File: src/source/periph_pkg.sv
package periph_pkg;

    // sd card sector buffer
    localparam int SECTOR_BYTES   = 512;
    localparam int SECTOR_INDEX_W = $clog2(SECTOR_BYTES);
    typedef logic [SECTOR_INDEX_W-1:0] sector_index_t;

    // index of the final byte in a sector
    localparam sector_index_t SECTOR_LAST = sector_index_t'(SECTOR_BYTES - 1);

    // keyboard side, ascii code from the ps/2 decoder
    typedef logic [7:0] key_code_t;

    // code zero means no printable key
    localparam key_code_t KEY_NONE = 8'h00;

    // interrupt vector seen by the cpu
    typedef logic [3:0] irq_vector_t;

    localparam irq_vector_t IRQ_NONE = 4'd0;
    // key press source
    localparam irq_vector_t IRQ_KEY  = 4'd1;

endpackage

File: src/source/key_irq_unit.sv
`timescale 1ns/1ps

module key_irq_unit import periph_pkg::*; (
    input  logic        CLOCK_50,
    input  logic        KEY0,
    input  logic        key_pressed,
    input  key_code_t   ascii,
    input  logic        irq_ack,
    output key_code_t   key_code,
    output irq_vector_t irq_vector
);

    logic pressed_d;
    logic press_valid;

    // new press with a printable code
    assign press_valid = key_pressed && !pressed_d && (ascii != KEY_NONE);

    always_ff @(posedge CLOCK_50 or negedge KEY0) begin
        if (!KEY0) begin
            pressed_d  <= 1'b0;
            irq_vector <= IRQ_NONE;
        end else begin
            pressed_d <= key_pressed;
            if (press_valid) begin
                irq_vector <= IRQ_KEY;
            end
            // ack wins over a press in the same cycle
            if (irq_vector != IRQ_NONE && irq_ack) begin
                irq_vector <= IRQ_NONE;
            end
        end
    end

    // code kept until the next valid press
    always_ff @(posedge CLOCK_50) begin
        if (press_valid) begin
            key_code <= ascii;
        end
    end

endmodule

File: config.mk
export PLATFORM = sky130hd
export DESIGN_NAME = key_irq_unit
export DESIGN_NICKNAME = d
export VERILOG_FILES = /design/src/source/periph_pkg.sv /design/src/source/key_irq_unit.sv
export SDC_FILE = /design/constraint.sdc
export NUM_CORES = 1
export LEC_CHECK = 0
export BUFFER_PORTS_ARGS = -buffer_cell sky130_fd_sc_hd__buf_2
export CAP_MARGIN = 20
export CORE_AREA = 4 4 41 43
export DETAILED_ROUTE_END_ITERATION = 8
export DIE_AREA = 0 0 45 47
export GPL_ROUTABILITY_DRIVEN = 0
export HOLD_SLACK_MARGIN = 0.08
export SYNTH_ARGS = -nofsm -noshare
export SYNTH_HDL_FRONTEND = slang
export SYNTH_SLANG_ARGS = --single-unit
export TNS_END_PERCENT = 100
File: constraint.sdc
create_clock -name CLOCK_50 -period 4.5 [get_ports CLOCK_50]
set_clock_uncertainty 0.15 [all_clocks]
set_input_delay 0.225 -clock CLOCK_50 [delete_from_list [all_inputs] [get_ports CLOCK_50]]
set_output_delay 0.225 -clock CLOCK_50 [all_outputs]
set_load 0.01 [all_outputs]
### Yosys cells after proc, flatten, opt, wreduce, memory -nomap -nowiden

Cells that the tools add are included.

| storage, ports and cells | value |
|---|---|
| register bits | 13 |
| word-level logic and storage cells | 12 |

| operators by class | value |
|---|---|
| mux-type cells | 2 |
| reduce and logical (&&, ||, !) cells | 7 |

Operator list:

| operator | count |
|---|---|
| $mux W4 | 2 |
| $reduce_bool A8 Y1 | 1 |
| $reduce_bool A4 Y1 | 1 |
| $logic_and A1 B1 Y1 | 3 |
| $reduce_bool A2 Y1 | 1 |
| $logic_not A1 Y1 | 1 |

### Depth between registers and ports, before layout

Gate-level depths: netlist (run 1).

| logic depth | value |
|---|---|
| depth in word-level cells | 5 |
| gate-level depth with buffers | 3 |

### Worst setup path before layout (run 1)

Ideal clock, no wire load.

| timing path | value |
|---|---|
| path type | reg-to-reg |
| start | register pressed_d |
| end | register key_code[0] (enable) |
| setup time | 0.385 ns |
| arrival time | 1.050 ns |
| data required time | 3.965 ns |
| setup slack | 2.914 ns |
| cell stages (with the launch flop) | 2 |
| path buffers | 0 |
| cells stage by stage | dfrtp_1 nor3b_1 |

| between the ends | value |
|---|---|
| word-level cells in the longest chain between the ends | 3 |

Ends and longest elaborated chain:

| item | RTL line | text |
|---|---|---|
| start: declaration | key_irq_unit.sv:13 | `logic pressed_d;` |
| start signal: assignment | key_irq_unit.sv:24 | `pressed_d <= key_pressed;` |
| $logic_not A1 Y1 | key_irq_unit.sv:17 | `assign press_valid = key_pressed && !pressed_d && (ascii != KEY_NONE);` |
| $logic_and A1 B1 Y1 (2 in series) | key_irq_unit.sv:17 |  |
| net press_valid | key_irq_unit.sv:14 | `logic press_valid;` |
| end signal: assignment | key_irq_unit.sv:38 | `key_code <= ascii;` |
| end: declaration | key_irq_unit.sv:9 | `output key_code_t key_code,` |

The timed path passes the listed nets, and every way through them passes these cells.
A chain may end at the register's enable or synchronous reset.

### Final worst setup path (run 1)

| timing path | value |
|---|---|
| start | input ascii[7] |
| end | register key_code[7] (enable) |

| between the ends | value |
|---|---|
| word-level cells in the longest chain between the ends | 2 |

Ends and longest elaborated chain:

| item | RTL line | text |
|---|---|---|
| start: declaration | key_irq_unit.sv:7 | `input key_code_t ascii,` |
| $reduce_bool A8 Y1 | key_irq_unit.sv:17 |  |
| $logic_and A1 B1 Y1 | key_irq_unit.sv:17 |  |
| net press_valid | key_irq_unit.sv:14 |  |

The timed path passes the listed nets, and every way through them passes these cells.

==> flow_metrics.tcl, run 1 <==
set metrics [dict create \
    status "completed" \
    antenna_found_initial 0 \
    grt_start_max_net_pins 9 \
    viasPerCell 3.958 \
    post-route-util_pct 47.40 \
    r2r_cells 2 \
    rows 13 \
    fmax_ghz 0.5019 \
    final_cell_mix "buf_2, dlygate4sd3_1, edfxtp_1, conb_1, clkbuf_4" \
    yosysUniqueCellTypes 10 \
    fin_total_pwr_uw 209.0 \
    p_comb_share_pct 11.7 \
    required_ns 4.36 \
    multi_input_area_um2 48.80 \
    max_stage_delay_ns 0.53 \
    cts_buffer_depth 2 \
    power_per_cell_area_nw_per_um2 338.8 \
    io_buffers 20 \
    syn2layout_area_growth_pct 70.59 \
    p_int_uw 167.8 \
    maxSlewHeadroom_pct 62.21 \
    grt_pass1_vias 284 \
    io_pins 24 \
    tns_ns 0 \
    final_common_cell "buf_2" \
    cts_tree "built" \
    synth_area_um2 361.6 \
    grt_use_total_pct 8.661 \
    fp.dieArea_um2 2115 \
    maxCapViolCount 0 \
    syn_inst 22 \
    ctsHtreeMaxLevel 1 \
    grt_pass1_wl_mm 1.186 \
    start_kind "input pin" \
    endpoint_kind "flip-flop" \
    cts_sinks 10 \
    ys_ff_latch 10 \
    drc_errors 0 \
    finalCritPeriodShare_pct 44.28 \
    drt-total-wl_um 769 \
    insertion_delay_ns 0.26 \
    reg2reg_slack_ns 2.90 \
    register_area_um2 290.3 \
    finalHoldViolCount 0 \
    p_leak_uw 0.0002754 \
    hp-class "in2async" \
    r2r-start "pressed_d$_DFF_PN0_" \
    crit_fanout 5 \
    power_frac_seq_pct 50.9 \
    post_cts_buffers 0 \
    core_area_um2 1301 \
    crit_start "ascii[7]" \
    p_sw_uw 41.18 \
    reg2reg_to "key_code[7]$_DFFE_PP_" \
    clock-root-buffer "clkbuf_4" \
    cts_buffers 3 \
    critPathKind "in2reg" \
    ys_warn_count 0 \
    slowest_stage "dlygate4sd3_1" \
    netSwitchingFraction_pct 19.71 \
    antenna_cells 0 \
    start_util_pct 27.79 \
    yosysSeqAreaShare_pct 80.28 \
    drtIter0Drc 3 \
    grt_overflow 0 \
    drt.antenna.violating_nets 0 \
    path_cells "dlygate4sd3_1, buf_2, or4_1, nor2_1, nor3b_1, clkbuf_2" \
    nFillCells 130 \
    path_clk_slew_ns 0.07 \
    clock_power_share_pct 37.4 \
    slew_violations 0 \
    die_y_um 47 \
    syn_area_per_cell_um2 16.44 \
    wl_per_cell_um 10.68 \
    ir_drop_v 0.0001452 \
    worstMarginPinSlew_ns 0.5656 \
    nets 70 \
    period_minus_slack_ns 1.993 \
    holdWs_ns 0.1169 \
    setup_violations 0 \
    cp.arrival_ns 1.85 \
    dp_hpwl_um 571.1 \
    drive_gt1_share_pct 43.86 \
    die_x_um 45 \
    worst_setup_path_endpoint "key_code[7]$_DFFE_PP_" \
    vias 285 \
    rsz0062_at_grt "no" \
    drt_first_pass_iters 2 \
]
==> layer usage <==
layer	global-route usage (%)	vias up	part of all wire, %
met5	0	-	0
met4	7.018	0	0
met3	3.831	0	17
met2	11.86	21	42
met1	10.45	122	41
li1	-	142	-
==> state kept, by name (all words and copies together) (netlist names) <==
name	cells
pressed_d	1
key_code	8
irq_vector	1
==> kinds of logic after synthesis <==
family | Yosys count | synth area share (%)
and+or+nand+nor | 5 | 8.648
AOI/OAI and AO/OA | 1 | 1.731
other | 1 | 1.037
buffers and inverters | 5 | 8.305
DFF | 10 | 80.28
==> synth_stat cells <==
cell type,count,share of area (%)
edfxtp_1,8,66
buf_4,3,6.2
dfrtp_1,2,14
inv_1,2,2.1
or4_1,2,4.2
conb_1,1,1.0
nand3_1,1,1.4
nor2_1,1,1.0
nor3b_1,1,2.1
o22ai_1,1,1.7
==> worst max-delay path, delay by kind of cell <==
family	cells	cell delay (ns)
buf+inv	3	0.83
simple gates	3	0.79
==> how the worst min path moves through the flow <==
stage / startpoint / endpoint / cells after the start
floorplan: KEY0 / irq_vector[0]$_DFFE_PN0P_ / 0
global placement: KEY0 / pressed_d$_DFF_PN0_ / 1
detailed placement: KEY0 / irq_vector[0]$_DFFE_PN0P_ / 1
CTS: KEY0 / pressed_d$_DFF_PN0_ / 2
global route: KEY0 / pressed_d$_DFF_PN0_ / 2
finish: KEY0 / pressed_d$_DFF_PN0_ / 2
==> stage by stage <==
step           cells  cell area [µm²]  worst slack, ns
2_1_floorplan     24            369.1            2.914
3_3_place_gp      56            465.4            2.619
3_5_place_dp      56            465.4            2.602
4_1_cts           71            611.8            2.332
5_1_grt           72            616.8            2.406
6_report          72            616.8            2.507
==> power by group through the flow <==
stage / clock [µW] / sequential [µW] / combinational [µW]
final: 78.1 / 106 / 24.5
after global routing: 86.3 / 107 / 27.4
after CTS: 80.6 / 106 / 24.2
after global placement: 0 / 108 / 16.5
after floorplan: 0 / 111 / 6.15
after detailed placement: 0 / 109 / 16.8
==> cell type report <==
class                      count  share of cell area [%]
timing repair buffer          32                   34.89
sequential                    10                   47.06
clock buffer                   4                   5.882
inverter                       2                   1.217
multi-input combinational      9                   7.911
tap                           15                   3.043
==> timing repair <==
action | 4_1_cts | 5_1_grt
resized for setup | 0 | 0
endpoints found under the hold margin | 12 | 0
hold buffers | 11 | 0
Note: power is estimated with default switching activity, not from simulation.
==> run 2, diff against run 1 <==
- clock period: 4.5 -> 2 ns (I/O delays scaled with it)
==> run 2 against run 1 <==
  * Global-route usage is the same
  * Total power up 120%
  * Critical path depth is 2 lower
  * Cell area rose by 1.6%
  * Die area did not move
  * Routed wire length decreased by 1.4%
  * Sequential power rose by 130%
  * Clock-buffer cell count unchanged
  * Final cell count increased by 1.4%
  * Critical endpoint is now key_code[6]$_DFFE_PP_
==> flow_metrics.tcl, run 2 (same netlist as run 1, synthesis figures left out) <==
set metrics [dict create \
    status "completed" \
    clock-root-buffer "clkbuf_4" \
    die_y_um 47 \
    cp.arrival_ns 1.46 \
    grt_start_max_net_pins 9 \
    worst_setup_path_endpoint "key_code[6]$_DFFE_PP_" \
    io_buffers 20 \
    antenna_cells 0 \
    viasPerCell 3.959 \
    vias 289 \
    cts_tree "built" \
    crit_fanout 5 \
    slew_violations 0 \
    finalHoldViolCount 0 \
    post_cts_buffers 0 \
    drt_first_pass_iters 4 \
    drc_errors 0 \
    syn2layout_area_growth_pct 73.36 \
    grt_use_total_pct 8.661 \
    drive_gt1_share_pct 43.10 \
    dpl_cell_area_um2 465.4 \
    cts_sinks 10 \
    fmax_ghz 0.6065 \
    ir_drop_v 0.0003924 \
    worstMarginPinSlew_ns 0.5072 \
    cts_buffer_depth 2 \
    start_kind "input pin" \
    final_common_cell "buf_2" \
    insertion_delay_ns 0.26 \
    r2r-start "pressed_d$_DFF_PN0_" \
    reg2reg_to "key_code[6]$_DFFE_PP_" \
    die_x_um 45 \
    power_per_cell_area_nw_per_um2 747.1 \
    drt-total-wl_um 758 \
    grt_pass1_wl_mm 1.248 \
    p_leak_uw 0.0002796 \
    required_ns 1.81 \
    wl_per_cell_um 10.38 \
    rows 13 \
    path_clk_slew_ns 0.06 \
    top_register "key_code" \
    final_cell_mix "buf_2, dlygate4sd3_1, edfxtp_1, conb_1, clkbuf_4" \
    finalCritPeriodShare_pct 82.44 \
    period_minus_slack_ns 1.649 \
    hp-class "in2reg" \
    grt_pass1_vias 292 \
    crit_start "key_pressed" \
    postCtsResizedCells 0 \
    r2r_cells 2 \
    drtIter0Drc 4 \
    critPathKind "in2reg" \
    maxCapViolCount 0 \
    endpoint_kind "flip-flop" \
    tns_ns 0 \
    antenna_found_initial 0 \
    largest_reg_flops 8 \
    nets 71 \
    grt_overflow 0 \
    cts_buffers 3 \
    start_util_pct 27.79 \
    top_regs "key_code x8, irq_vector x1, pressed_d x1" \
    ctsHtreeMaxLevel 1 \
    reg2reg_slack_ns 0.45 \
    holdWs_ns 0.09986 \
    fin_area_um2 626.9 \
    rsz0062_at_grt "no" \
    io_pins 24 \
    fp.dieArea_um2 2115 \
    core_area_um2 1301 \
    maxSlewHeadroom_pct 66.11 \
    setup_violations 0 \
    drt.antenna.violating_nets 0 \
]
[run 2: cell types whose count changed in the layout (fill, tap and decap cells not counted)]
cell,before,now
dlygate4sd3_1,11,12
[run 2: report_power, final]
group	switching, µW	internal (µW)	total, µW
Combinational	23.7	32.0	55.8
Clock	63.1	110	173
Sequential	2.79	237	239
Total	89.6	379	468
[run 2: area by class of cell]
cell class                      count  area [µm²]
Clock buffer                        4       36.28
Fill cell                         128       674.4
Inverter                            2       7.507
Multi-Input combinational cell      9       48.80
Sequential cell                    10       290.3
Tap cell                           15       18.77
Timing Repair Buffer               33       225.2
[run 2: metrics by stage]
| step | utilization (%) | worst slack [ns] | std cells | total power, µW |
|---|---|---|---|---|
| 5_1_grt | 48.17 | 0.2448 | 73 | 497.1 |
| 2_1_floorplan | - | 0.4144 | 24 | 263.0 |
| 3_5_place_dp | 35.77 | 0.1776 | 56 | 281.8 |
| 4_1_cts | 47.79 | 0.07353 | 72 | 476.2 |
| 6_report | 48.17 | 0.3511 | 73 | 468.3 |
| 3_3_place_gp | 35.77 | 0.2554 | 56 | 281.3 |
[run 2: worst min-delay path by stage]
stage / slack (ns) / endpoint / depth (start not counted) / start
after global placement: -0.26 / irq_vector[0]$_DFFE_PN0P_ / 1 / KEY0
after floorplan: -0.35 / irq_vector[0]$_DFFE_PN0P_ / 0 / KEY0
after CTS: 0.09 / irq_vector[0]$_DFFE_PN0P_ / 4 / ascii[4]
after detailed placement: -0.26 / irq_vector[0]$_DFFE_PN0P_ / 1 / KEY0
after global routing: 0.16 / irq_vector[0]$_DFFE_PN0P_ / 4 / ascii[5]
final: 0.1 / irq_vector[0]$_DFFE_PN0P_ / 4 / ascii[5]
[run 2: critical path: stages]
cell	delay (ns)
dlygate4sd3_1	0.52
buf_2	0.12
nor3b_1	0.44
clkbuf_2	0.27
[run 2: what timing repair did]
action | 4_1_cts | 5_1_grt
endpoints found under the hold margin | 12 | 0
hold buffers | 12 | 0
setup endpoints to repair | 0 | 0
[run 2: per-layer routing]
layer  up-vias  global-route usage [%]  routed length [µm]
met5         -                       0                   0
met4         0                   5.263                   0
met3         0                   5.364                 145
met2        24                   11.30                 310
met1       120                   10.69                 301
li1        145                       -                   -
==> run 3, diff against run 2 <==
- clock period: 2 -> 1.5 ns (I/O delays scaled with it)
==> run 3 against run 2 <==
  * Non-clock buffer count shrank 1
  * Utilization fell by 0.29 points
  * Sequential share of layout area rose by 0.28 points
  * Critical endpoint is now key_code[0]$_DFFE_PP_
  * Clock power increased by 11%
  * Largest power group unchanged
  * Highest routed layer unchanged
  * Die area is the same
  * Largest cell class unchanged
==> flow_metrics.tcl, run 3 (same netlist as run 1, synthesis figures left out) <==
set metrics [dict create \
    power_frac_seq_pct 54.4 \
    drt-total-wl_um 809 \
    vias 300 \
    p_sw_uw 132.3 \
    maxCapViolCount 0 \
    io_buffers 20 \
    cts_buffers 3 \
    top_register "key_code" \
    status "completed" \
    slew_violations 0 \
    die_x_um 45 \
    grt_overflow 0 \
    required_ns 1.27 \
    endpoint_kind "flip-flop" \
    antenna_found_initial 0 \
    insertion_delay_ns 0.26 \
    drtIter0Drc 7 \
    tns_ns 0 \
    setup_violations 0 \
    p_leak_uw 0.0002727 \
    fp.dieArea_um2 2115 \
    grt_pass1_wl_mm 1.145 \
    drt.antenna.violating_nets 0 \
    cts_buffer_depth 2 \
    antenna_cells 0 \
    ctsHtreeMaxLevel 1 \
    nets 70 \
    rsz0062_at_grt "no" \
    core_area_um2 1301 \
    largest_reg_flops 8 \
    fin_cells 72 \
    viasPerCell 4.167 \
    clock-root-buffer "clkbuf_4" \
    start_util_pct 27.79 \
    io_pins 24 \
    final_common_cell "buf_2" \
    drt_first_pass_iters 4 \
    p_int_uw 455.1 \
    path_clk_slew_ns 0.07 \
    dp_cells 56 \
    fmax_ghz 0.7469 \
    dp_hpwl_um 540.4 \
    finalHoldViolCount 0 \
    finalCritPeriodShare_pct 89.25 \
    drc_errors 0 \
    grt_use_total_pct 8.333 \
    grt_pass1_vias 272 \
    post-route-util_pct 47.88 \
    critPathKind "in2reg" \
    final_cell_mix "buf_2, dlygate4sd3_1, edfxtp_1, conb_1, clkbuf_4" \
    cts_tree "built" \
    top_regs "key_code x8, irq_vector x1, pressed_d x1" \
    wl_per_cell_um 11.24 \
    grt_start_max_net_pins 9 \
    die_y_um 47 \
    syn2layout_area_growth_pct 72.32 \
    period_minus_slack_ns 1.339 \
    power_per_cell_area_nw_per_um2 942.7 \
    cp.arrival_ns 1.11 \
    rows 13 \
    ir_drop_v 0.0004397 \
    drive_gt1_share_pct 42.11 \
    hp-class "in2reg" \
    netSwitchingFraction_pct 22.52 \
    cts_sinks 10 \
    crit_fanout 8 \
    p_comb_share_pct 12.9 \
    clock_power_share_pct 32.7 \
    start_kind "input pin" \
    holdWs_ns 0.1065 \
]
==> run 3: changes by cell type in the layout (fill, tap and decap cells not counted) <==
cell	before	now
clkbuf_2	1	0
clkbuf_8	1	0
clkinv_1	0	1
nor3b_1	1	0
nor3b_4	0	1
==> run 3: area by class of cell <==
cell class                      instances  area, µm²
Fill cell                             130      678.2
Clock buffer                            3      22.52
Multi-Input combinational cell          9      60.06
Clock inverter                          1      3.754
Sequential cell                        10      290.3
Tap cell                               15      18.77
Timing Repair Buffer                   32      220.2
Inverter                                2      7.507
==> run 3: power groups by stage <==
stage,combinational (µW),clock (µW),sequential (µW)
after global placement,49.7,0,325
after CTS,66.4,205,319
final,75.7,192,320
after detailed placement,50.2,0,326
after floorplan,19.0,0,332
after global routing,83.9,218,320
==> run 3: path summary, 6_finish.rpt <==
check	endpoint	slack (ns)	depth (start not counted)	from
setup / recovery	key_code[0]$_DFFE_PP_	0.16	3	key_pressed
hold / removal	irq_vector[0]$_DFFE_PN0P_	0.11	4	ascii[4]
setup reg to reg	key_code[0]$_DFFE_PP_	0.19	1	pressed_d$_DFF_PN0_
hold reg to reg	irq_vector[0]$_DFFE_PN0P_	0.41	3	irq_vector[0]$_DFFE_PN0P_
max in group asynchronous	pressed_d$_DFF_PN0_	0.57	3	KEY0
min in group asynchronous	irq_vector[0]$_DFFE_PN0P_	0.51	3	KEY0
==> run 3: metal layers <==
metal	part of all wire, %	up-vias	routed length [µm]	global-route usage, %
li1	-	144	-	-
met1	37	141	298	9.005
met2	50	15	404	11.86
met3	13	0	106	3.448
met4	0	0	0	8.772
met5	0	-	0	0
==> run 3: worst max-delay path, stage by stage <==
cell           delay (ns)
dlygate4sd3_1        0.52
buf_2                0.12
nor3b_4              0.40
==> run 3: through the flow <==
step | power [µW] | instance area, µm² | setup WS (ns)
after global routing | 622.7 | 623.1 | 0.1121
after global placement | 374.8 | 470.5 | 0.05962
after detailed placement | 375.8 | 470.5 | 0.03944
final | 587.4 | 623.1 | 0.1612
after floorplan | 351.4 | 374.1 | 0.1837
after CTS | 590.3 | 576.8 | 0.03288
==> run 3: what timing repair did <==
action	4_1_cts	5_1_grt
resized for setup	0	1
setup endpoints to repair	0	8
setup buffers	0	0
endpoints found under the hold margin	12	4
hold buffers	8	4
