$ cat config.mk
export PLATFORM = sky130hd
export DESIGN_NAME = bus_fabric
export DESIGN_NICKNAME = d
export VERILOG_FILES = /design/src/source/bus_pkg.sv /design/src/source/periph_pkg.sv /design/src/source/bus_fabric.sv
export SDC_FILE = /design/constraint.sdc
export NUM_CORES = 1
export LEC_CHECK = 0
export BUFFER_PORTS_ARGS = -buffer_cell sky130_fd_sc_hd__buf_4
export CORE_AREA = 2 2 124 126
export DETAILED_ROUTE_END_ITERATION = 16
export DIE_AREA = 0 0 126 128
export PLACE_DENSITY = 0.66
export REMOVE_ABC_BUFFERS = 1
export SYNTH_ARGS = -nofsm -noshare
export SYNTH_HDL_FRONTEND = slang
export SYNTH_SLANG_ARGS = --single-unit
$ cat constraint.sdc
create_clock -name CLOCK_50 -period 2.7 [get_ports CLOCK_50]
set_clock_uncertainty 0.05 [all_clocks]
set_input_delay 0 -clock CLOCK_50 [delete_from_list [all_inputs] [get_ports CLOCK_50]]
set_output_delay 0 -clock CLOCK_50 [all_outputs]
set_load 0.02 [all_outputs]
$ cat src/source/bus_pkg.sv
package bus_pkg;

    // master side is 64 bits wide, address is a byte address
    typedef logic [63:0] bus_data_t;
    typedef logic [63:0] bus_addr_t;

    // on-chip ram is built from 32-bit words
    typedef logic [31:0] ram_word_t;
    localparam int RAM_WORDS   = 1024;
    localparam int RAM_INDEX_W = $clog2(RAM_WORDS);
    typedef logic [RAM_INDEX_W-1:0] ram_index_t;

    // load/store kind, same encoding as the cpu uses
    // signed kinds 0..3, unsigned loads 4..6
    typedef enum logic [2:0] {
        LS_BYTE   = 3'd0,
        LS_HALF   = 3'd1,
        LS_WORD   = 3'd2,
        LS_DOUBLE = 3'd3,
        LS_BYTE_U = 3'd4,
        LS_HALF_U = 3'd5,
        LS_WORD_U = 3'd6
    } ls_type_t;

    // master to fabric
    typedef struct packed {
        bus_addr_t address;
        bus_data_t write_data;
        ls_type_t  ls_type;
        logic      read_enable;
        logic      write_enable;
    } bus_req_t;

    // fabric to master
    typedef struct packed {
        bus_data_t read_data;
        logic      read_done;
        logic      write_done;
    } bus_rsp_t;

    // address map
    localparam bus_addr_t RAM_BASE     = 64'h0000_1000;
    localparam bus_addr_t RAM_LIMIT    = RAM_BASE + RAM_WORDS * 4;
    localparam bus_addr_t KEY_ADDR     = 64'h0000_8000;
    localparam bus_addr_t UART_ADDR    = 64'h0000_8008;
    localparam bus_addr_t SDC_ADDR_REG = 64'h0000_9000;
    localparam bus_addr_t SDC_READ     = 64'h0000_9008;
    localparam bus_addr_t SDC_READY    = 64'h0000_9010;
    localparam bus_addr_t SDC_AVAIL    = 64'h0000_9018;
    // sector window, one byte per address
    localparam bus_addr_t SDC_BASE     = 64'h0000_A000;

endpackage

$ cat src/source/periph_pkg.sv
package periph_pkg;

    // sd card sector buffer
    localparam int SECTOR_BYTES   = 512;
    localparam int SECTOR_INDEX_W = $clog2(SECTOR_BYTES);
    typedef logic [SECTOR_INDEX_W-1:0] sector_index_t;

    // index of the final byte in a sector
    localparam sector_index_t SECTOR_LAST = sector_index_t'(SECTOR_BYTES - 1);

    // keyboard side, ascii code from the ps/2 decoder
    typedef logic [7:0] key_code_t;

    // code zero means no printable key
    localparam key_code_t KEY_NONE = 8'h00;

    // interrupt vector seen by the cpu
    typedef logic [3:0] irq_vector_t;

    localparam irq_vector_t IRQ_NONE = 4'd0;
    // key press source
    localparam irq_vector_t IRQ_KEY  = 4'd1;

endpackage

$ cat src/source/bus_fabric.sv
`timescale 1ns/1ps

module bus_fabric import bus_pkg::*, periph_pkg::*; (
    input  logic          CLOCK_50,
    input  logic          KEY0,
    input  bus_req_t      req,
    output bus_rsp_t      rsp,
    input  ram_word_t     ram_read_word,
    output logic          ram_read_strobe,
    output logic          ram_write_strobe,
    output logic [1:0]    ram_byte_offset,
    output ram_index_t    ram_word_index,
    output logic          ram_upper_half,
    input  logic [7:0]    sd_byte,
    output sector_index_t sd_index,
    input  logic          sd_cache_available,
    input  logic          sd_ready,
    input  key_code_t     key_code,
    output logic [31:0]   sd_sector_addr,
    output logic          sd_rd_start,
    output logic          uart_write,
    output logic [7:0]    uart_byte
);

    logic      ram_sel;
    logic      key_sel;
    logic      uart_sel;
    logic      sdc_addr_sel;
    logic      sdc_read_sel;
    logic      sdc_ready_sel;
    logic      sdc_avail_sel;
    logic      sdc_window_sel;
    logic      is_double;
    bus_addr_t ram_offset;
    bus_addr_t sd_offset;
    logic      read_done;
    logic      write_done;
    logic      second_phase;
    bus_data_t read_mux;
    bus_data_t read_data;

    // address decode, address held until done
    assign ram_sel        = (req.address >= RAM_BASE) && (req.address < RAM_LIMIT);
    assign key_sel        = (req.address == KEY_ADDR);
    assign uart_sel       = (req.address == UART_ADDR);
    assign sdc_addr_sel   = (req.address == SDC_ADDR_REG);
    assign sdc_read_sel   = (req.address == SDC_READ);
    assign sdc_ready_sel  = (req.address == SDC_READY);
    assign sdc_avail_sel  = (req.address == SDC_AVAIL);
    assign sdc_window_sel = (req.address >= SDC_BASE) && (req.address < SDC_BASE + SECTOR_BYTES);
    assign is_double      = (req.ls_type == LS_DOUBLE);

    // ram word index and byte lane
    assign ram_offset      = req.address - RAM_BASE;
    assign ram_word_index  = ram_offset[2 +: RAM_INDEX_W];
    assign ram_byte_offset = ram_offset[1:0];

    // byte within the sector window
    assign sd_offset = req.address - SDC_BASE;
    assign sd_index  = sd_offset[SECTOR_INDEX_W-1:0];

    // first pending cycle of a ram double issues the high word
    assign ram_upper_half   = ram_sel && is_double && !second_phase
                              && (!read_done || !write_done);
    assign ram_read_strobe  = ram_sel && (req.read_enable || (ram_upper_half && !read_done));
    assign ram_write_strobe = ram_sel && (req.write_enable || (ram_upper_half && !write_done));

    // read data by target, zero when nothing is mapped
    always_comb begin
        read_mux = '0;
        if (ram_sel) begin
            read_mux = bus_data_t'(ram_read_word);
        end else if (key_sel) begin
            read_mux = bus_data_t'(key_code);
        end else if (sdc_ready_sel) begin
            read_mux = bus_data_t'(sd_ready);
        end else if (sdc_avail_sel) begin
            read_mux = bus_data_t'(sd_cache_available);
        end else if (sdc_window_sel) begin
            // one byte for every load width
            read_mux = bus_data_t'(sd_byte);
        end
    end

    // done flags, double sequencing and the write-side registers
    always_ff @(posedge CLOCK_50 or negedge KEY0) begin
        if (!KEY0) begin
            read_done      <= 1'b1;
            write_done     <= 1'b1;
            second_phase   <= 1'b0;
            uart_write     <= 1'b0;
            sd_rd_start    <= 1'b0;
            sd_sector_addr <= '0;
        end else begin
            uart_write  <= 1'b0;
            sd_rd_start <= 1'b0;
            if (req.read_enable) begin
                read_done <= 1'b0;
            end
            if (req.write_enable) begin
                write_done <= 1'b0;
            end
            if (ram_upper_half) begin
                // low word done, one more cycle for the high word
                second_phase <= 1'b1;
            end else if (!read_done || !write_done) begin
                second_phase <= 1'b0;
                read_done    <= 1'b1;
                write_done   <= 1'b1;
                if (!write_done) begin
                    if (uart_sel) begin
                        uart_write <= 1'b1;
                    end
                    if (sdc_read_sel) begin
                        sd_rd_start <= 1'b1;
                    end
                    if (sdc_addr_sel) begin
                        sd_sector_addr <= req.write_data[31:0];
                    end
                end
            end
        end
    end

    always_ff @(posedge CLOCK_50) begin
        if (!read_done) begin
            if (ram_sel && is_double && second_phase) begin
                read_data[63:32] <= ram_read_word;
            end else begin
                read_data <= read_mux;
            end
        end
        // byte goes out with the uart strobe
        if (!write_done && uart_sel) begin
            uart_byte <= req.write_data[7:0];
        end
    end

    assign rsp.read_data  = read_data;
    assign rsp.read_done  = read_done;
    assign rsp.write_done = write_done;

endmodule

======== After elaboration in Yosys (flattened, before gate mapping) ========
Index checks and enable logic that the tools add are counted.
storage, ports and cells
  word-level logic and storage cells ...... 68
  bits in writable memories ............... 0
  output and inout port bits .............. 132
  input port bits ......................... 185
  bits in registers ....................... 109
  latch bits .............................. 0
  memories ................................ 0
  memory bits (read-only) ................. 0
cells by class
  $add $sub $neg .......................... 2
  bitwise gates (word level) .............. 4
  divide/modulo/power cells ............... 0
  mux-type cells .......................... 22
  reduce and logical (&&, ||, !) cells .... 20
  shifts and indexed selects .............. 0
  equal/unequal tests ..................... 7
  order comparisons ....................... 4
  $mul .................................... 0
operators by type and width
  cell                                                   count
  == test 64 x 16 -> 1 bit, second input constant        6
  >= comparator 64 x 13 -> 1 bit, second input constant  1
  >= comparator 64 x 16 -> 1 bit, second input constant  1
  < comparator 64 x 14 -> 1 bit, second input constant   1
  < comparator 64 x 16 -> 1 bit, second input constant   1
  two-way mux 64 bit                                     1
  two-way mux 32 bit                                     1
  two-way mux 8 bit                                      4
  two-way mux 1 bit                                      16
  subtractor 12 x 1 -> 12 bit, second input constant     1
  logical AND 1 bit                                      11
  subtractor 9 x 1 -> 9 bit, second input constant       1
  inverter 1 bit                                         4
  AND reduction 4 bit                                    1
  == test 3 x 2 -> 1 bit, second input constant          1
  zero test 1 bit                                        3
  logical OR 1 bit                                       3
  AND reduction 2 bit                                    1
  nonzero test 2 bit                                     1

======== Depth between registers and ports, before layout ========
Gate-level depths: netlist (run 1).
  word-level depth ........................ 8
  depth in mapped cells ................... 7
  depth with buffers taken out ............ 5

======== Least setup slack after synthesis (run 1) ========
No wires, ideal clock.
  kind .................................... register -> register
  start point ............................. reg second_phase
  end point ............................... reg read_data[0], enable pin
  cell stages (with the launch flop) ...... 5
  slack ................................... 0.201 ns
  required time ........................... 2.229 ns
  library setup time ...................... 0.421 ns
  clock period less this slack ............ 2.499 ns
  data arrival time ....................... 2.028 ns
  path buffers ............................ 1
  cells stage by stage .................... dfrtp_1 > nand3_1 > nor2_1 > clkbuf_1 > nor2_1
between the ends
  word-level cells in the longest chain between the ends .. 3
ends and longest elaborated chain
  what                                  RTL line           RTL
  start: declaration                    bus_fabric.sv:38   logic second_phase;
  start signal: assignment              bus_fabric.sv:90   second_phase <= 1'b0;
  start signal: assignment              bus_fabric.sv:105  second_phase <= 1'b1;
  start signal: assignment              bus_fabric.sv:107  second_phase <= 1'b0;
  logical AND 1 bit                     bus_fabric.sv:127  if (ram_sel && is_double && second_phase) begin
  inverter 1 bit (no source line)       --
  AND reduction 2 bit (no source line)  --
  end signal: assignment                bus_fabric.sv:130  read_data <= read_mux;
  end: declaration                      bus_fabric.sv:40   bus_data_t read_data;
Every way passes these cells.
A chain may end at the register's enable or synchronous reset.

======== Worst setup path in the final report (run 1) ========
  start point ............................. in req[81] in the netlist's numbering
  end point ............................... out ram_read_strobe
between the ends
  word-level cells in the longest chain between the ends .. 8
  elaborated cells on any way between the ends .. 9
  those cells by class .................... order compare (2); reduce/logical (7)
ends and longest elaborated chain
  what                                                                             RTL line          RTL
  start: declaration                                                               bus_fabric.sv:6   input bus_req_t req,
  >= comparator 64 x 13 -> 1 bit or < comparator 64 x 14 -> 1 bit (tied branches)  bus_fabric.sv:43  assign ram_sel = (req.address >= RAM_BASE) && (req.address < RAM_LIMIT);
  logical AND 1 bit (*)                                                            bus_fabric.sv:43
  logical AND 1 bit (2 in a row)                                                   bus_fabric.sv:63  assign ram_upper_half = ram_sel && is_double && !second_phase
  logical AND 1 bit                                                                bus_fabric.sv:64  && (!read_done || !write_done);
  logical AND 1 bit                                                                bus_fabric.sv:65  assign ram_read_strobe = ram_sel && (req.read_enable || (ram_upper_half && !read_done));
  logical OR 1 bit                                                                 bus_fabric.sv:65
  logical AND 1 bit (*)                                                            bus_fabric.sv:65
  end: declaration                                                                 bus_fabric.sv:9   output logic ram_read_strobe,
Every way passes the cells marked *; elsewhere a longest branch is shown, timed or not.

==> reports/results.ini, run 1 <==
[floorplanning]
ios=317
dieArea_um2=16130
rows=45
dieHeight_um=128
die_w_um=126
core_area_um2=14860
initial_core_util_pct=30.35

[worst_setup_path]
arrival_ns=2.10
worstRegToRegCells=4
cp_top_family=buffers and inverters
max_stage_delay_ns=0.54
critPathRequiredTime_ns=2.65
path_class=in -> out
path_buf_inv=6
end_kind=output pin
r2r_slack_ns=0.97
crit_chain=dlygate4sd3_1 > buf_4 > inv_1 > nor4_2 > inv_1 > nor2_1 > buf_4 > o21a_1 > buf_4
cp_max_fo=26
slowest_stage=dlygate4sd3_1
worst_path_most_repeated_cell=buf_4
cp-start-kind=input pin
timing.rr.end=sd_sector_addr[10]$_DFFE_PN0P_
r2r_start=write_done$_DFF_PN1_

[flow_run]
maxCapViolCount=0

[cts]
cts-root-buf=clkbuf_16
h-tree-depth=3
cts_max_path_buffers=2
cts_tree=built
clock_sinks=109
cts_buffers=9
clk_pin_slew_ns=0.07
postCtsSetupBuffers=0
clk_latency_ns=0.34

[sta]
layout_setup_ws_ns=0.5464
hold_viol=0
rsz0062_at_grt=no
final.period_utilization_pct=79.76
tightest_slew_ns=0.9701
max_freq_ghz=0.4643
max_slew_margin_pct=35.17
fin_crit_ns=2.154
finalSetupViolCount=0
finalMaxSlewViolations=0
hold_ws_ns=0.01672

[global_route]
track_usage_pct=18.06
antenna_found_initial=0
grt_pass1_vias=4313
grt_start_max_net_pins=38
grt_pass1_wl_mm=22.27
overflow=0

[synthesis]
syn_inst=308
avgSynthCellArea_um2=14.65
yosysTopAreaCell=edfxtp_1
synth.distinct_cells=34
yosysWarnings=0
synth.area.top_cells=edfxtp_1 (48%), dfrtp_1 (19%), and2_1 (7.8%)
syn_area_um2=4512
netlist.area_leader.share_pct=47.92
synth_seq_cells=109
ys_seq_area_share_pct=68.50

[power]
p_per_area_nw_per_um2=624.6
power_mw=4.863
ir_drop_mv=0.2730
p_leak_nw=3.548

[cells_and_area]
regArea_um2=3090
fin_nets=842
drive_gt1_share_pct=52.27
stdcell_area_um2=7785
multi_input_area_um2=1184
fillCellCount=1268
area_growth_pct=72.55
antenna_cells=0

[drt]
drcViolationCount=0
num_vias=3867
first_iter_violations=136
vias_per_cell=4.549
drt_wl_total_mm=14.74
first_pass_iters=4
wl_per_cell_um=17.34
ant_nets=0

[placement]
postPlaceCellArea_um2=6744
gp_congestion=0.7504
dp_hpwl_mm=10.63
preCtsSetupSlack_ns=0.5174
io_buffers=284

[hold_path]
worstHoldStart=sd_byte[6]
hold_class=in -> reg
hold_depth=3
min_delay_worst_endpoint=read_data[6]$_DFFE_PP_

[outcome]
status=complete, no violations

[cell usage after synthesis]
library cell and n:
mux2i_1 1, nor4b_4 1, inv_1 4, dfrtp_1 35, nand4_1 4, a2111oi_2 1
or4_1 1, a221oi_1 1, mux2_2 30, buf_2 1, o21ai_0 2, nand2_1 10
nor2_1 6, a21oi_1 7, mux2_1 2, buf_6 3, a22oi_1 7, nand3_1 1
o32ai_1 1, and4_1 1, nor3_1 5, o21a_1 2, nor4_1 16, nor4_2 1
a211oi_1 1, clkbuf_1 6, buf_4 23, buf_1 1, or3_1 2, dfstp_2 2
a31o_2 1, edfxtp_1 72, and2_1 56, o22ai_1 1
[worst register-to-register path, cell delays in order, from the launching register on]
cell     delay, ns
dfstp_2       0.41
nor3_1        0.24
nor4b_4       0.29
buf_12        0.25
mux2_2        0.38
[worst max-delay path by stage]
stage	start	endpoint	slack (ns)	cells past startpoint
3_5_place_dp	req[126]	uart_byte[1]$_DFFE_PP_	0.52	7
4_1_cts	req[81]	ram_read_strobe	0.46	9
6_report	req[81]	ram_read_strobe	0.55	9
2_1_floorplan	req[131]	read_data[0]$_DFFE_PP_	-0.15	5
3_3_place_gp	req[126]	uart_byte[1]$_DFFE_PP_	0.51	7
5_1_grt	req[81]	ram_read_strobe	0.40	9
[what timing repair did]
item / 4_1_cts / 5_1_grt
hold buffers: 78 / 0
resized for setup: 0 / 0
endpoints found under the hold margin: 144 / 0
[flip-flops by register name, indices dropped and copies added (netlist names)]
name,flops
read_data,64
uart_write,1
read_done,1
write_done,1
sd_sector_addr,32
uart_byte,8
sd_rd_start,1
second_phase,1
[report_power, final]
part / internal (mW) / total [mW] / switching, mW
registers: 2.17 / 2.29 / 0.117
clock network: 0.627 / 1.21 / 0.583
logic: 0.593 / 1.36 / 0.772
[cell type report]
cell class | count | share of cell area (%)
clock buffers | 12 | 3.038
clock inverters | 4 | 0.3054
inverters | 4 | 0.1929
multi-input cells | 161 | 15.20
flip-flops and latches | 109 | 39.70
well taps | 188 | 3.022
repair buffers | 372 | 38.54
[cell families after synthesis]
logic type	Yosys count	synth area share [%]
multiplexers	33	8.208
AND/OR/NAND/NOR	104	13.98
buffers and inverters	38	5.601
flip-flops	109	68.50
AO/OA/AOI/OAI	24	3.716
[cell usage in the layout (no fill, tap or decap), drive strengths merged]
cell type    netlist  routed
o32ai              1       1
nand2             10      10
mux2i              1       1
o21ai              2       2
buf               28     294
dlygate4sd3        0      78
a22oi              7       7
nor3               5       5
and4               1       1
dfrtp             35      35
clkinv             0       3
o21a               2       2
and2              56      56
nor4              17      17
nor2               6       6
a2111oi            1       1
or3                2       2
inv                4       5
a31o               1       1
a221oi             1       1
edfxtp            72      72
nand4              4       4
mux2              32      32
o22ai              1       1
dfstp              2       2
a211oi             1       1
or4                1       1
nand3              1       1
a21oi              7       7
nor4b              1       1
clkbuf             6      12
[per-stage QoR]
step | TNS (ns) | cells | util [%]
after floorplan | -4.673 | 274 | -
after global placement | 0 | 756 | 45.37
after detailed placement | 0 | 756 | 45.37
after CTS | 0 | 850 | 52.37
after global routing | 0 | 850 | 52.37
final | 0 | 850 | 52.37
[routing by layer]
metal | vias to the layer above | track usage, % | part of all wire [%]
met5 | - | 0 | 0
met4 | 0 | 6.981 | 1.8
met3 | 19 | 6.928 | 10
met2 | 197 | 32.29 | 51
met1 | 1846 | 19.31 | 37
li1 | 1805 | - | -
(Power assumes the default switching activity.)
==> inputs of run 2 (changes only) <==
- ABC_AREA: default -> 1
- CORE_AREA: 2 2 124 126 -> 2 2 123 125
- DIE_AREA: 0 0 126 128 -> 0 0 125 127
- PLACE_DENSITY: 0.66 -> 0.7
- clock period: 2.7 -> 2 ns (I/O delays scaled with it)
==> reports/results.ini, run 2 <==
[outcome]
status=complete, no violations

[sta]
tightest_slew_ns=0.4722  ; -0.4979 ns
setup-tns-final_ns=0  ; unchanged
max_slew_margin_pct=68.52  ; +33 points
max_freq_ghz=0.5453
fin_crit_ns=1.834
finalSetupViolCount=0  ; unchanged
hold_viol=0  ; unchanged
finalMaxSlewViolations=0  ; unchanged
final.period_utilization_pct=91.69
rsz0062_at_grt=no

[global_route]
grt_pass1_vias=4807  ; +11%
grt_pass1_wl_mm=24.05  ; +8.0%
track_usage_pct=19.32  ; +1.3 points
antenna_found_initial=0  ; unchanged
grt_start_max_net_pins=38  ; unchanged
overflow=0  ; unchanged

[drt]
drcViolationCount=0  ; unchanged
drt_wl_total_mm=15.57  ; +5.6%
dr_wl_met3_mm=1.092  ; -27%
first_pass_iters=6  ; +2
first_iter_violations=245  ; +80%
wl_met2_mm=8.056  ; +7.6%
wl_per_cell_um=14.47  ; -17%
num_vias=4716  ; +22%
routed.top_layer=met4
ant_nets=0  ; unchanged
vias_per_cell=4.383  ; -3.7%
m1WireLength_mm=6.091  ; +11%

[synthesis]
synthMostInstantiatedCell=nand2_1
yosysTopAreaCell=edfxtp_1
yosysWarnings=0  ; unchanged
syn_area_um2=5005  ; +11%
synth_enable_flop_cells=72  ; unchanged
synth_seq_cells=109  ; unchanged
synth.area.top_cells=edfxtp_1 (43%), dfrtp_1 (18%), nand2_1 (11%)
ys.flop_type=edfxtp_1
netlist.area_leader.share_pct=43.20  ; -4.7 points
async_flop_share_pct=33.94  ; unchanged
synth.distinct_cells=29  ; -15%
avgSynthCellArea_um2=9.425  ; -36%
syn_inst=531  ; +72%
synth_common_cells=nand2_1 (146), nor2_1 (110), edfxtp_1 (72)
ys_seq_area_share_pct=61.75  ; -6.7 points

[floorplanning]
ios=317  ; unchanged
core_area_um2=14420  ; -3.0%
initial_core_util_pct=34.70  ; +4.3 points
die_w_um=125  ; -0.79%
dieHeight_um=127  ; -0.78%
dieArea_um2=15880  ; -1.6%
rows=44  ; -2.2%

[worst_setup_path]
max_stage_delay_ns=0.59  ; +0.05 ns
r2r_slack_ns=0.54  ; -0.43 ns
end_kind=register
critPathRequiredTime_ns=2.03  ; -0.62 ns
crit_start=req[76]
timing.rr.end=sd_sector_addr[23]$_DFFE_PN0P_
r2r_start=write_done$_DFF_PN1_
path_class=in -> reg
cp_max_fo=8  ; -69%
arrival_ns=1.86  ; -0.24 ns
worstRegToRegCells=6  ; +2
timing.critical_path.to=uart_byte[0]$_DFFE_PP_
slowest_stage=dlygate4sd3_1
cp-start-kind=input pin
crit_chain=dlygate4sd3_1 > buf_4 > nor2_1 > dlygate4sd3_1 > nand3_1 > nor2_1 > buf_4

[cts]
cts_buffers=9  ; unchanged
ctsResizeCount=0  ; unchanged
cts_max_path_buffers=2  ; unchanged
h-tree-depth=3  ; unchanged
cts_tree=built
cts-root-buf=clkbuf_16
clk_latency_ns=0.36  ; +0.02 ns
clk_pin_slew_ns=0.08  ; about the same
clock_sinks=109  ; unchanged

[flow_run]
maxCapViolCount=0  ; unchanged

[power]
power_mw=7.013  ; +44%
p_leak_nw=4.222  ; +19%
ir_drop_mv=0.4914  ; +80%
p_per_area_nw_per_um2=834.1  ; +34%

[cells_and_area]
largest_register=read_data
drive_gt1_share_pct=37.78  ; -14 points
largest_reg_flops=64  ; unchanged
fin_nets=1072  ; +27%
antenna_cells=0  ; unchanged
area_growth_pct=68.00
layout_common_cells=buf_4 (294), nand2_1 (146), nor2_1 (110), dlygate4sd3_1 (83), edfxtp_1 (72)
reg_top3=read_data (64), sd_sector_addr (32), uart_byte (8)
layout_commonest_cell=buf_4
finish.utilization_pct=58.29  ; +5.9 points
stdcell_count=1076  ; +27%

[placement]
gp_congestion=0.7635  ; +1.7%
dp_hpwl_mm=11.09  ; +4.3%
io_buffers=284  ; unchanged
dp_cells=977  ; +29%

[hold_path]
hold_class=in -> reg

run 2: cell families (layout without fill, tap and decap cells):
family | after synthesis | after routing | share of synthesized area [%]
AOI/OAI and AO/OA | 8 | 8 | 0.9998
buffers and inverters | 100 | 461 | 10.33
DFF | 109 | 109 | 61.75
and+or+nand+nor | 314 | 314 | 26.92
run 2: timing repair:
action | in CTS | in global routing
hold buffers | 83 | 0
buffers inserted | 0 | 0
hold endpoints to repair | 144 | 0
run 2: report_power, final:
part	leakage [nW]	switching, mW	internal, mW	total, mW
Clock	0.162	0.912	1.03	1.94
Combinational	2.86	1.11	0.882	1.99
Sequential	1.20	0.147	2.94	3.08
run 2: cell type report:
class	instances	area [um^2]
sequential	109	3090
timing repair buffer	380	3098
clock inverter	7	112.6
fill	1222	6016
tap	184	230.2
multi-input combinational	322	1398
inverter	65	254.0
clock buffer	9	225.2
run 2: how the worst min path moves through the flow:
stage	to	cells past startpoint	slack (ns)	from
floorplan	sd_rd_start$_DFF_PN0_	0	-0.35	KEY0
global placement	sd_sector_addr[23]$_DFFE_PN0P_	1	-0.06	KEY0
detailed placement	sd_sector_addr[29]$_DFFE_PN0P_	1	-0.06	KEY0
CTS	read_data[3]$_DFFE_PP_	5	0.01	key_code[3]
global route	uart_write$_DFF_PN0_	5	0.05	req[72]
finish	read_data[3]$_DFFE_PP_	5	0.02	key_code[3]
run 2: layer usage:
layer  vias to the layer above  global-route usage (%)
met5                         -                       0
met1                      2118                   21.85
met3                        23                   5.151
met2                       216                   35.42
li1                       2359                       -
met4                         0                   6.471
run 2: worst max-delay path, delay by kind of cell:
kind / cells / cell delay (ns)
and+or+nand+nor: 3 / 0.42
buffers and inverters: 4 / 1.44
run 2: stage by stage:
stage | area [um^2] | hold slack (ns) | setup slack, ns
floorplan | 4742 | -0.3456 | -0.5597
global placement | 7239 | -0.05646 | 0.1975
detailed placement | 7239 | -0.05701 | 0.1896
CTS | 8408 | 0.01005 | 0.1395
global route | 8408 | 0.04704 | 0.03675
finish | 8408 | 0.02358 | 0.1662
